===== src/hdl/analog_pkg.sv =====
// shared widths, register map and bus/datapath types for the analog path
// single adc_clk domain; all samples are 14 bit two's complement
// ADC and DAC codes use the negative-slope format of the converters

package analog_pkg;

  //////////////////////////////////////////////////
  // widths

  localparam int ADC_IN_W   = 16;  // raw ADC lane, low 2 bits reserved
  localparam int SAMPLE_W   = 14;  // signed sample
  localparam int NUM_CH     = 2;
  localparam int GAIN_W     = 16;  // signed gain
  localparam int GAIN_SHIFT = 12;  // 4096 is unity gain
  localparam int PROD_W     = SAMPLE_W + GAIN_W;  // full product
  localparam int SUM_W      = SAMPLE_W + 1;       // offset + feedback
  localparam int SYS_AW     = 20;
  localparam int SYS_DW     = 32;

  // DAC code for a zero sample
  localparam logic [SAMPLE_W-1:0] DAC_ZERO_CODE = 14'h1FFF;

  //////////////////////////////////////////////////
  // register map

  localparam logic [SYS_AW-1:0] REG_CTRL     = 20'h00;  // bit 0 digital_loop
  localparam logic [SYS_AW-1:0] REG_OFFSET_A = 20'h10;
  localparam logic [SYS_AW-1:0] REG_OFFSET_B = 20'h14;
  localparam logic [SYS_AW-1:0] REG_GAIN_A   = 20'h20;
  localparam logic [SYS_AW-1:0] REG_GAIN_B   = 20'h24;

  //////////////////////////////////////////////////
  // types

  typedef logic signed [SAMPLE_W-1:0] sample_t;
  typedef logic signed [GAIN_W-1:0]   gain_t;

  typedef struct packed {
    sample_t ch_a;
    sample_t ch_b;
  } sample_pair_t;

  typedef struct packed {
    gain_t ch_a;
    gain_t ch_b;
  } gain_pair_t;

  typedef struct packed {
    logic         digital_loop;  // DAC sum replaces ADC samples
    sample_pair_t offset;        // generator value per channel
    gain_pair_t   gain;          // proportional feedback gain
  } analog_cfg_t;  // 61 bits

  typedef struct packed {
    logic [SYS_AW-1:0] addr;
    logic [SYS_DW-1:0] wdata;
    logic              wen;   // one cycle strobe
    logic              ren;   // one cycle strobe
  } sys_req_t;

  typedef struct packed {
    logic [SYS_DW-1:0] rdata;
    logic              ack;
    logic              err;   // unmapped address
  } sys_rsp_t;

  // negative slope <-> two's complement, same bit flip both ways
  function automatic logic [SAMPLE_W-1:0] flip_code(input logic [SAMPLE_W-1:0] code);
    return {code[SAMPLE_W-1], ~code[SAMPLE_W-2:0]};
  endfunction

endpackage


===== src/hdl/analog_regs.sv =====
// register bank on the system bus, exact address match only
// every wen/ren strobe gets ack one cycle later, err on unmapped address
// writes land on the ack cycle; unmapped reads return zero

`timescale 1ns/1ps

module analog_regs (
  input  logic                   adc_clk,
  input  logic                   rst_n_i,    // sync, active low
  input  analog_pkg::sys_req_t    sys_req_i,
  output analog_pkg::sys_rsp_t    sys_rsp_o,
  output analog_pkg::analog_cfg_t cfg_o
);

//////////////////////////////////////////////////
// local signals

analog_pkg::analog_cfg_t cfg_q;
analog_pkg::sys_rsp_t    rsp_q;

logic                          strobe;   // any access this cycle
logic                          addr_hit; // address maps to a register
logic [analog_pkg::SYS_DW-1:0] rd_mux;

assign strobe = sys_req_i.wen | sys_req_i.ren;

//////////////////////////////////////////////////
// address decode and read mux

always_comb
begin
  addr_hit = 1'b1;
  rd_mux   = '0;
  case (sys_req_i.addr)
    analog_pkg::REG_CTRL:
      rd_mux = {{(analog_pkg::SYS_DW-1){1'b0}}, cfg_q.digital_loop};
    analog_pkg::REG_OFFSET_A:
      rd_mux = {{(analog_pkg::SYS_DW-analog_pkg::SAMPLE_W){1'b0}}, cfg_q.offset.ch_a};
    analog_pkg::REG_OFFSET_B:
      rd_mux = {{(analog_pkg::SYS_DW-analog_pkg::SAMPLE_W){1'b0}}, cfg_q.offset.ch_b};
    analog_pkg::REG_GAIN_A:
      rd_mux = {{(analog_pkg::SYS_DW-analog_pkg::GAIN_W){1'b0}}, cfg_q.gain.ch_a};
    analog_pkg::REG_GAIN_B:
      rd_mux = {{(analog_pkg::SYS_DW-analog_pkg::GAIN_W){1'b0}}, cfg_q.gain.ch_b};
    default:
      addr_hit = 1'b0;  // rd_mux stays zero
  endcase
end

//////////////////////////////////////////////////
// configuration registers

always_ff @(posedge adc_clk)
begin
  if (!rst_n_i)
  begin
    cfg_q <= '0;  // loop off, offsets and gains zero
  end
  else if (sys_req_i.wen && addr_hit)
  begin
    case (sys_req_i.addr)
      analog_pkg::REG_CTRL:     cfg_q.digital_loop <= sys_req_i.wdata[0];
      analog_pkg::REG_OFFSET_A: cfg_q.offset.ch_a  <= sys_req_i.wdata[analog_pkg::SAMPLE_W-1:0];
      analog_pkg::REG_OFFSET_B: cfg_q.offset.ch_b  <= sys_req_i.wdata[analog_pkg::SAMPLE_W-1:0];
      analog_pkg::REG_GAIN_A:   cfg_q.gain.ch_a    <= sys_req_i.wdata[analog_pkg::GAIN_W-1:0];
      analog_pkg::REG_GAIN_B:   cfg_q.gain.ch_b    <= sys_req_i.wdata[analog_pkg::GAIN_W-1:0];
      default:                  cfg_q              <= cfg_q;
    endcase
  end
end

//////////////////////////////////////////////////
// bus response, one cycle after the strobe

always_ff @(posedge adc_clk)
begin
  if (!rst_n_i)
  begin
    rsp_q <= '0;
  end
  else
  begin
    rsp_q.ack <= strobe;
    rsp_q.err <= strobe & ~addr_hit;
    // read data only on a read, zero otherwise
    if (sys_req_i.ren)
    begin
      rsp_q.rdata <= rd_mux;
    end
    else
    begin
      rsp_q.rdata <= '0;
    end
  end
end

assign sys_rsp_o = rsp_q;
assign cfg_o     = cfg_q;

endmodule


===== src/hdl/adc_frontend.sv =====
// ADC capture, lane 0 is channel a and lane 1 is channel b
// one register stage on the raw lanes, conversion and loop mux after it
// loop_i must come from a registered path, else a combinational loop forms

`timescale 1ns/1ps

module adc_frontend (
  input  logic                                                adc_clk,
  input  logic                                                rst_n_i,
  input  logic [analog_pkg::NUM_CH-1:0][analog_pkg::ADC_IN_W-1:0] adc_dat_i,
  input  analog_pkg::sample_pair_t                            loop_i,  // DAC sum
  input  analog_pkg::analog_cfg_t                             cfg_i,
  output analog_pkg::sample_pair_t                            sample_o
);

//////////////////////////////////////////////////
// input registers

logic [analog_pkg::NUM_CH-1:0][analog_pkg::SAMPLE_W-1:0] raw_q;  // neg-slope codes
analog_pkg::sample_pair_t                                adc_conv;

// keep top 14 bits, reserved low bits dropped
always_ff @(posedge adc_clk)
begin
  if (!rst_n_i)
  begin
    raw_q <= '0;
  end
  else
  begin
    for (int ch = 0; ch < analog_pkg::NUM_CH; ch++)
    begin
      raw_q[ch] <= adc_dat_i[ch][analog_pkg::ADC_IN_W-1 -: analog_pkg::SAMPLE_W];
    end
  end
end

//////////////////////////////////////////////////
// neg-slope to two's complement

// sign bit kept, magnitude bits inverted
assign adc_conv.ch_a = analog_pkg::flip_code(raw_q[0]);
assign adc_conv.ch_b = analog_pkg::flip_code(raw_q[1]);

// digital loopback replaces both channels at once
assign sample_o = cfg_i.digital_loop ? loop_i : adc_conv;

endmodule


===== src/hdl/proportional_feedback.sv =====
// per-channel proportional feedback, fb = sat14((sample * gain) >>> 12)
// gain is signed Q3.12, so 4096 passes the sample unchanged
// one register stage, result clears to zero on reset

`timescale 1ns/1ps

module proportional_feedback (
  input  logic                     adc_clk,
  input  logic                     rst_n_i,
  input  analog_pkg::sample_pair_t  sample_i,
  input  analog_pkg::analog_cfg_t   cfg_i,
  output analog_pkg::sample_pair_t  fb_o
);

//////////////////////////////////////////////////
// multiply, shift and saturate

// full precision product, arithmetic shift keeps the sign
function automatic analog_pkg::sample_t scale_sat(
  input analog_pkg::sample_t s,
  input analog_pkg::gain_t   g
);
  logic signed [analog_pkg::PROD_W-1:0] prod;
  logic signed [analog_pkg::PROD_W-1:0] shifted;
  logic                                 sgn;
  prod    = s * g;  // both signed, 30 bit context
  shifted = prod >>> analog_pkg::GAIN_SHIFT;
  sgn     = shifted[analog_pkg::PROD_W-1];
  // fits when all bits above the sample msb match the sign
  if (shifted[analog_pkg::PROD_W-1:analog_pkg::SAMPLE_W-1] ==
      {(analog_pkg::PROD_W-analog_pkg::SAMPLE_W+1){sgn}})
  begin
    return shifted[analog_pkg::SAMPLE_W-1:0];
  end
  else
  begin
    return {sgn, {(analog_pkg::SAMPLE_W-1){~sgn}}};  // clip to 0x1FFF or 0x2000
  end
endfunction

analog_pkg::sample_pair_t fb_next;
analog_pkg::sample_pair_t fb_q;

assign fb_next.ch_a = scale_sat(sample_i.ch_a, cfg_i.gain.ch_a);
assign fb_next.ch_b = scale_sat(sample_i.ch_b, cfg_i.gain.ch_b);

//////////////////////////////////////////////////
// output register

// this register also breaks the loopback path
always_ff @(posedge adc_clk)
begin
  if (!rst_n_i)
  begin
    fb_q <= '0;
  end
  else
  begin
    fb_q <= fb_next;
  end
end

assign fb_o = fb_q;

endmodule


===== src/hdl/dac_output_stage.sv =====
// DAC output, offset + feedback saturated to 14 bits per channel
// sum_o is combinational, used as loopback source
// DAC words are registered neg-slope codes, 14'h1FFF in reset

`timescale 1ns/1ps

module dac_output_stage (
  input  logic                              adc_clk,
  input  logic                              rst_n_i,
  input  analog_pkg::sample_pair_t           fb_i,
  input  analog_pkg::analog_cfg_t            cfg_i,
  output analog_pkg::sample_pair_t           sum_o,
  output logic [analog_pkg::SAMPLE_W-1:0]    dac_dat_a_o,
  output logic [analog_pkg::SAMPLE_W-1:0]    dac_dat_b_o
);

//////////////////////////////////////////////////
// sum and saturation

// 15 bit sum, top two bits differ on overflow
function automatic analog_pkg::sample_t sat_sum(
  input analog_pkg::sample_t offset,
  input analog_pkg::sample_t fb
);
  logic signed [analog_pkg::SUM_W-1:0] sum;
  logic                                sgn;
  sum = offset + fb;  // sign extended to 15 bits
  sgn = sum[analog_pkg::SUM_W-1];
  if (sgn ^ sum[analog_pkg::SUM_W-2])
  begin
    return {sgn, {(analog_pkg::SAMPLE_W-1){~sgn}}};  // clip
  end
  else
  begin
    return sum[analog_pkg::SAMPLE_W-1:0];
  end
endfunction

// generator offset plus feedback, per channel
assign sum_o.ch_a = sat_sum(cfg_i.offset.ch_a, fb_i.ch_a);
assign sum_o.ch_b = sat_sum(cfg_i.offset.ch_b, fb_i.ch_b);

//////////////////////////////////////////////////
// output registers

// two's complement back to neg-slope DAC code
always_ff @(posedge adc_clk)
begin
  if (!rst_n_i)
  begin
    dac_dat_a_o <= analog_pkg::DAC_ZERO_CODE;  // code of 0
    dac_dat_b_o <= analog_pkg::DAC_ZERO_CODE;
  end
  else
  begin
    dac_dat_a_o <= analog_pkg::flip_code(sum_o.ch_a);
    dac_dat_b_o <= analog_pkg::flip_code(sum_o.ch_b);
  end
end

endmodule


===== src/hdl/analog_top.sv =====
// analog signal path top, single adc_clk domain
// adc_dat_i to dac_dat_*_o latency is 3 cycles with loopback off
// DAC channels leave as two separate registered words

`timescale 1ns/1ps

module analog_top (
  input  logic                                                adc_clk,
  input  logic                                                rst_n_i,  // sync, active low
  input  logic [analog_pkg::NUM_CH-1:0][analog_pkg::ADC_IN_W-1:0] adc_dat_i,
  input  analog_pkg::sys_req_t                                sys_req_i,
  output analog_pkg::sys_rsp_t                                sys_rsp_o,
  output logic [analog_pkg::SAMPLE_W-1:0]                     dac_dat_a_o,
  output logic [analog_pkg::SAMPLE_W-1:0]                     dac_dat_b_o
);

//////////////////////////////////////////////////
// local signals

analog_pkg::analog_cfg_t  cfg;      // register bank to datapath
analog_pkg::sample_pair_t adc_smp;  // converted or looped samples
analog_pkg::sample_pair_t fb;       // registered feedback
analog_pkg::sample_pair_t dac_sum;  // saturated sum, loop source

//////////////////////////////////////////////////
// control

analog_regs i_regs (
  .adc_clk   (adc_clk  ),
  .rst_n_i   (rst_n_i  ),
  .sys_req_i (sys_req_i),
  .sys_rsp_o (sys_rsp_o),
  .cfg_o     (cfg      )
);

//////////////////////////////////////////////////
// datapath

adc_frontend i_adc (
  .adc_clk   (adc_clk  ),
  .rst_n_i   (rst_n_i  ),
  .adc_dat_i (adc_dat_i),
  .loop_i    (dac_sum  ),  // digital loopback
  .cfg_i     (cfg      ),
  .sample_o  (adc_smp  )
);

proportional_feedback i_fb (
  .adc_clk  (adc_clk),
  .rst_n_i  (rst_n_i),
  .sample_i (adc_smp),
  .cfg_i    (cfg    ),
  .fb_o     (fb     )
);

dac_output_stage i_dac (
  .adc_clk     (adc_clk    ),
  .rst_n_i     (rst_n_i    ),
  .fb_i        (fb         ),
  .cfg_i       (cfg        ),
  .sum_o       (dac_sum    ),
  .dac_dat_a_o (dac_dat_a_o),
  .dac_dat_b_o (dac_dat_b_o)
);

endmodule


===== config.mk =====
export PLATFORM = sky130hd
export DESIGN_NAME = analog_top
export DESIGN_NICKNAME = d
export VERILOG_FILES = /design/src/hdl/analog_pkg.sv /design/src/hdl/analog_regs.sv /design/src/hdl/adc_frontend.sv /design/src/hdl/proportional_feedback.sv /design/src/hdl/dac_output_stage.sv /design/src/hdl/analog_top.sv
export SDC_FILE = /design/constraint.sdc
export NUM_CORES = 2
export LEC_CHECK = 0
export BUFFER_PORTS_ARGS = -buffer_cell sky130_fd_sc_hd__buf_2
export CAP_MARGIN = 20
export CORE_AREA = 2 2 238 240
export CTS_CLUSTER_SIZE = 14
export DETAILED_ROUTE_END_ITERATION = 8
export DIE_AREA = 0 0 240 242
export PLACE_DENSITY = 0.66
export SYNTH_ARGS = -nofsm -noshare
export SYNTH_HDL_FRONTEND = slang
export SYNTH_SLANG_ARGS = --single-unit

===== constraint.sdc =====
create_clock -name adc_clk -period 19.1 [get_ports adc_clk]
set_clock_uncertainty 0.15 [all_clocks]
set_input_delay 0.955 -clock adc_clk [delete_from_list [all_inputs] [get_ports adc_clk]]
set_output_delay 0.955 -clock adc_clk [all_outputs]
set_load 0.05 [all_outputs]

# ---- Yosys cells after proc, flatten, opt, wreduce, memory -nomap -nowiden
# Cells that the tools add are included.
dict set report word_totals {
  reg_bits 179
  input_bits 88
  out_inout_bits 62
  wordCells 53
}
dict set report op_classes {
  add_sub_neg 2
  multipliers 2
  n_eq_ne 6
  mux 7
  bitwise 13
  n_reduce_logical 9
}
# cell n
set op_table {}
lappend op_table {{16-bit case mux with 5 select lines} 1}
lappend op_table {{14-bit by 16-bit multiplier with 30-bit output} 2}
lappend op_table {{14-bit two-way mux} 4}
lappend op_table {{13-bit inverter} 4}
lappend op_table {{20-bit by 5-bit == test with 1-bit output, second input constant} 2}
lappend op_table {{20-bit by 6-bit == test with 1-bit output, second input constant} 2}
lappend op_table {{14-bit by 14-bit adder with 15-bit output} 2}
lappend op_table {{28-bit two-way mux} 1}
lappend op_table {{20-bit logical NOT} 1}
lappend op_table {{2-bit AND reduction} 6}
lappend op_table {{4-bit == test} 2}
lappend op_table {{1-bit inverter} 5}
lappend op_table {{5-bit OR reduction} 1}
lappend op_table {{1-bit bitwise XOR} 2}
lappend op_table {{1-bit bitwise AND} 1}
lappend op_table {{1-bit logical AND} 1}
lappend op_table {{1-bit two-way mux} 1}
lappend op_table {{1-bit OR} 1}

# ---- Logic depth before layout (Yosys ltp)
dict set report depth {
  depth_word 7
  depth_mapped 38
  mapped_depth_nobuf 36
}

# ---- Hierarchy
# A second synthesis with hierarchy kept.
dict set report hier_totals {
  hier_cells 2586
  hier_area_um2 24120.6
}
# module n_inst cells_per_inst area_each_um2
set by_module_without_submodules {}
lappend by_module_without_submodules {proportional_feedback 1 1849 17118.9}
lappend by_module_without_submodules {analog_regs 1 342 3462.1}
lappend by_module_without_submodules {dac_output_stage 1 277 2421.1}
lappend by_module_without_submodules {adc_frontend 1 118 1118.6}

# ---- Worst setup path before layout
# No wires, ideal clock.
dict set report synth_timing {
  path_kind {flip-flop to flip-flop}
  start {register i_regs.cfg_q, in the netlist i_regs.cfg_o[40]}
  end {register i_fb.fb_q, in the netlist i_fb.fb_o[10]}
  setup_time_ns 0.121
  arrival_time_ns 8.632
  required_time_ns 18.829
  path_slack_ns 10.198
  stages_incl_launch_ff 34
  path_buffers 4
  cell_sequence {dfxtp_1 -> ha_1 -> a21oi_1 -> o21ai_0 -> a311o_1 -> o21ai_0 -> nand2_1 -> nor2_1 -> clkbuf_1 -> o21ai_0 -> mux2i_1 -> clkbuf_1 -> nand2_1 -> fa_1 -> inv_1 -> fa_1 -> fa_1 -> fa_1 -> fa_1 -> inv_1 -> fa_1 -> inv_1 -> ha_1 -> clkbuf_1 -> a21o_1 -> a21o_1 -> a21oi_1 -> o21ai_0 -> a221o_1 -> a2111o_1 -> and3_1 -> o311ai_2 -> buf_2 -> o21ai_1}
}
dict set report synth_between {
  elab_chain_len 7
  word_cells_on_any_way 9
  classes_between {1 x add/sub; 1 x mul; 1 x eq/ne; 3 x mux; 3 x bitwise}
}
# item line_no
set synth_rtl {}
lappend synth_rtl {{from (decl)} analog_regs.sv:18} ;# analog_pkg::analog_cfg_t cfg_q;
lappend synth_rtl {{from (signal assigned)} analog_regs.sv:67} ;# default: cfg_q <= cfg_q;
lappend synth_rtl {{14-bit by 14-bit adder with 15-bit output (*)} dac_output_stage.sv:27} ;# sum = offset + fb;
lappend synth_rtl {{1-bit bitwise XOR / 1-bit inverter (equally long branches)} {dac_output_stage.sv:29, dac_output_stage.sv:31}}
lappend synth_rtl {{14-bit two-way mux (*)} dac_output_stage.sv:29} ;# if (sgn ^ sum[analog_pkg::SUM_W-2])
lappend synth_rtl {{28-bit two-way mux (*)} adc_frontend.sv:46} ;# assign sample_o = cfg_i.digital_loop ? loop_i : adc_conv;
lappend synth_rtl {{14-bit by 16-bit multiplier with 30-bit output (*)} proportional_feedback.sv:26} ;# prod = s * g;
lappend synth_rtl {{4-bit == test / 1-bit inverter (equally long branches)} {proportional_feedback.sv:30, proportional_feedback.sv:37}}
lappend synth_rtl {{14-bit two-way mux (*)} proportional_feedback.sv:30} ;# if (shifted[analog_pkg::PROD_W-1:analog_pkg::SAMPLE_W-1] ==
lappend synth_rtl {{to (signal assigned)} proportional_feedback.sv:59} ;# fb_q <= fb_next;
lappend synth_rtl {{to (decl)} proportional_feedback.sv:42} ;# analog_pkg::sample_pair_t fb_q;
# Every way passes the cells marked *; elsewhere a longest branch is shown, timed or not.
# A chain may end at the register's enable or synchronous reset.

# ---- Worst setup path after layout
dict set report layout_timing {
  start {register i_regs.cfg_q, in the netlist i_regs.cfg_o[33]}
  end {register i_fb.fb_q, in the netlist i_fb.fb_o[0]}
}
# The elaborated chain is that of the path after synthesis.

==> qor.txt <==
Min Tclk post-route -> 10.74 ns
Yosys Warn Count -> 0
Rel. slew slack -> 0.226
CTS tree -> yes
Die ar. -> 58100 um2
Layout fillers -> 5426
Crit Path Max Fanout -> 16
Busiest grt layer -> met2
Worst slew pin tran -> 1.14 ns
Leakage -> 13.0 nW
Commonest cells after routing, fill and taps aside -> 517 x inv_1, 438 x fa_1, 303 x nand2_1, 272 x and2_1, 164 x ha_1
Area growth, synth to finish -> 7.87%
Hold path start -> i_regs.cfg_o[37]
Synth Register Bits -> 163
FMAX -> 93.1 MHz
Seq/Total Area, Yosys -> 0.132
Initial core utilization -> 0.444
EDFF count, synth -> 0
Initial DRC count -> 1144
Number of I/O pins -> 150
Launching point of the worst reg2reg path -> i_regs.cfg_o[33]
I/O Buffers -> 113
Reg2Reg Depth -> 31
GRT Total Usage -> 0.231
Crit-path most repeated cell -> fa_1
Fraction of registers with async set/reset -> 0
Cell count after synthesis -> 2772
Avg Synthesized Cell Area -> 8.92 um2
Die Ht -> 242 um
Critical-path top delay cell -> mux2i_2
DRC viols -> 0
Synth Cell Area -> 24700 um2
Initial antenna violation count -> 4
Share of cells above drive strength 1 -> 0.0898
Commonest non-fill, non-tap cell in the layout -> inv_1
Critical Path End -> i_fb.fb_o[0]
Unique masters post-synth -> 82
Rows -> 87
Final ANT Viol Nets -> 0
CP peak stage delay -> 0.89 ns
Max VDD drop -> 0.0626 mV
Grt total ovfl -> 0
M1 GR Usage -> 0.297
Number of global-route vias before repair -> 20400
Reg2Reg Setup Slack -> 8.36 ns
Met3 usage -> 0.0212
Critical Path RT -> 19.28 ns
Final Hold Viols -> 0
Period utilisation layout -> 0.562
First-pass GRT wire length -> 107 mm
Max-cap violations -> 0
Final wirelength -> 64.2 mm
Sink Count -> 163
Clock-pin slew of the registers on the worst-case setup and hold paths -> 0.07 ns
Htree depth -> 4
Fin worst setup slack -> 8.36 ns
CTS Hold Bufs -> 0
Final Net Count -> 3518
Top FF cell, synth -> dfxtp_1
Setup Slack @ Placement -> 8.48 ns
Worst setup SP type -> register
Dpl cells -> 3563
Wire length per cell -> 17.8 um
Max Root-Sink Buffers -> 2
Largest net degree at the start of global routing -> 85
Fin. max-slew vios -> 0
Setup bufs post-CTS -> 0
RSZ-0062 raised after global routing -> no
Worst Setup End Kind -> register
GPL Wtd Cong -> 0.943
WS Path Type -> reg2reg
Worst-skew pair later-pin latency -> 0.44 ns
Vias per inst -> 5.30
TNS Setup -> 0 ns
Power Density -> 32.0 nW/um2
CTS root buf -> clkbuf_16
DP HPWL -> 52.4 mm
Post_cts resized -> 0
FF-to-FF End -> i_fb.fb_o[0]
Worst Path Arrival -> 10.92 ns
Status -> completed
Vias -> 19100
CTS Buf Count -> 17
Met2 Use GR -> 0.406
Worst min-delay path class -> reg2reg
Worst setup startpoint -> i_regs.cfg_o[33]
Finished Layout Cells -> 3598
Drt first pass iters -> 7
Die W -> 240 um
Core area -> 55700 um2
Final setup viols -> 0
-- area by class of cell --
cell class / count / area, um2 / share of cell area
antenna: 1 / 2.50 / 0.0000938
clock buffer: 18 / 439 / 0.0165
timing repair buffer: 152 / 877 / 0.0329
multi-input combinational: 1976 / 19100 / 0.715
tap: 756 / 946 / 0.0355
clock inverter: 14 / 140 / 0.00525
sequential: 163 / 3260 / 0.122
inverter: 518 / 1940 / 0.0729
-- routing by layer --
| layer | wire, um | vias to the layer above |
|---|---|---|
| met1 | 26800 | 9742 |
| met5 | 0 | - |
| met2 | 33000 | 488 |
| li1 | - | 8717 |
| met4 | 1800 | 0 |
| met3 | 2590 | 117 |
-- critical path, delay by kind of cell, from the launching register on --
family,cells,cell delay (ns)
adders and majority gates,8,3.70
AOI/OAI and AO/OA,14,3.45
and+or+nand+nor,4,1.26
muxes,1,0.89
xor gates and xnor gates,1,0.52
DFF,1,0.48
buffers and inverters,3,0.16
-- per-stage QoR --
| stage | power [W] | instance area, um2 | hold WS [ns] | utilization |
|---|---|---|---|---|
| 2_1_floorplan | 0.000469 | 24800 | 0.324 | - |
| 3_3_place_gp | 0.000515 | 26000 | 0.386 | 0.467 |
| 3_5_place_dp | 0.000517 | 26100 | 0.389 | 0.468 |
| 4_1_cts | 0.000856 | 26600 | 0.404 | 0.478 |
| 5_1_grt | 0.000886 | 26700 | 0.437 | 0.479 |
| 6_report | 0.000853 | 26700 | 0.408 | 0.479 |
-- worst min path at each step --
stage / end / cells past startpoint
after floorplan: i_regs.cfg_o[1] / 2
after global placement: i_regs.cfg_o[52] / 2
after detailed placement: i_regs.cfg_o[37] / 2
after CTS: i_regs.cfg_o[37] / 2
after global routing: i_regs.cfg_o[37] / 2
final: i_regs.cfg_o[37] / 2
-- where the power goes --
group	internal (W)	switching [W]	total, W
clock network	0.000187	0.000155	0.000342
registers	0.000352	0.00000575	0.000358
logic	0.0000484	0.000104	0.000153
total	0.000588	0.000265	0.000853
-- registers in the layout, summed over array words and instances, names as in the netlist --
name               count
i_regs.cfg_o          61
i_fb.fb_o             28
i_adc.raw_q           26
i_regs.sys_rsp_o      18
i_dac.dac_dat_a_o     14
i_dac.dac_dat_b_o     14
i_adc.adc_conv         2
-- synth_stat cells, types with 47 or more instances --
| library cell | instances | area (um2) |
|---|---|---|
| inv_1 | 518 | 1940 |
| fa_1 | 438 | 8770 |
| nor2_1 | 108 | 405 |
| mux2i_1 | 54 | 541 |
| dfxtp_1 | 163 | 3260 |
| and2_1 | 272 | 1700 |
| xnor2_1 | 47 | 412 |
| a21o_1 | 59 | 443 |
| o21ai_0 | 61 | 305 |
| clkbuf_1 | 102 | 383 |
| a21oi_1 | 138 | 691 |
| ha_1 | 164 | 2050 |
| nand2_1 | 303 | 1140 |
-- logic make-up (layout without fill, tap and decap cells) --
group,after synthesis,after routing,synth area share
mux,55,55,0.0223
fa+ha+maj,605,605,0.439
simple gates,812,812,0.164
other cells,1,17,0.000152
flops,163,163,0.132
buf+inv,648,702,0.102
compound gates,415,415,0.114
xor+xnor,73,73,0.0265
No activity file was read; power rests on OpenSTA's default activity.
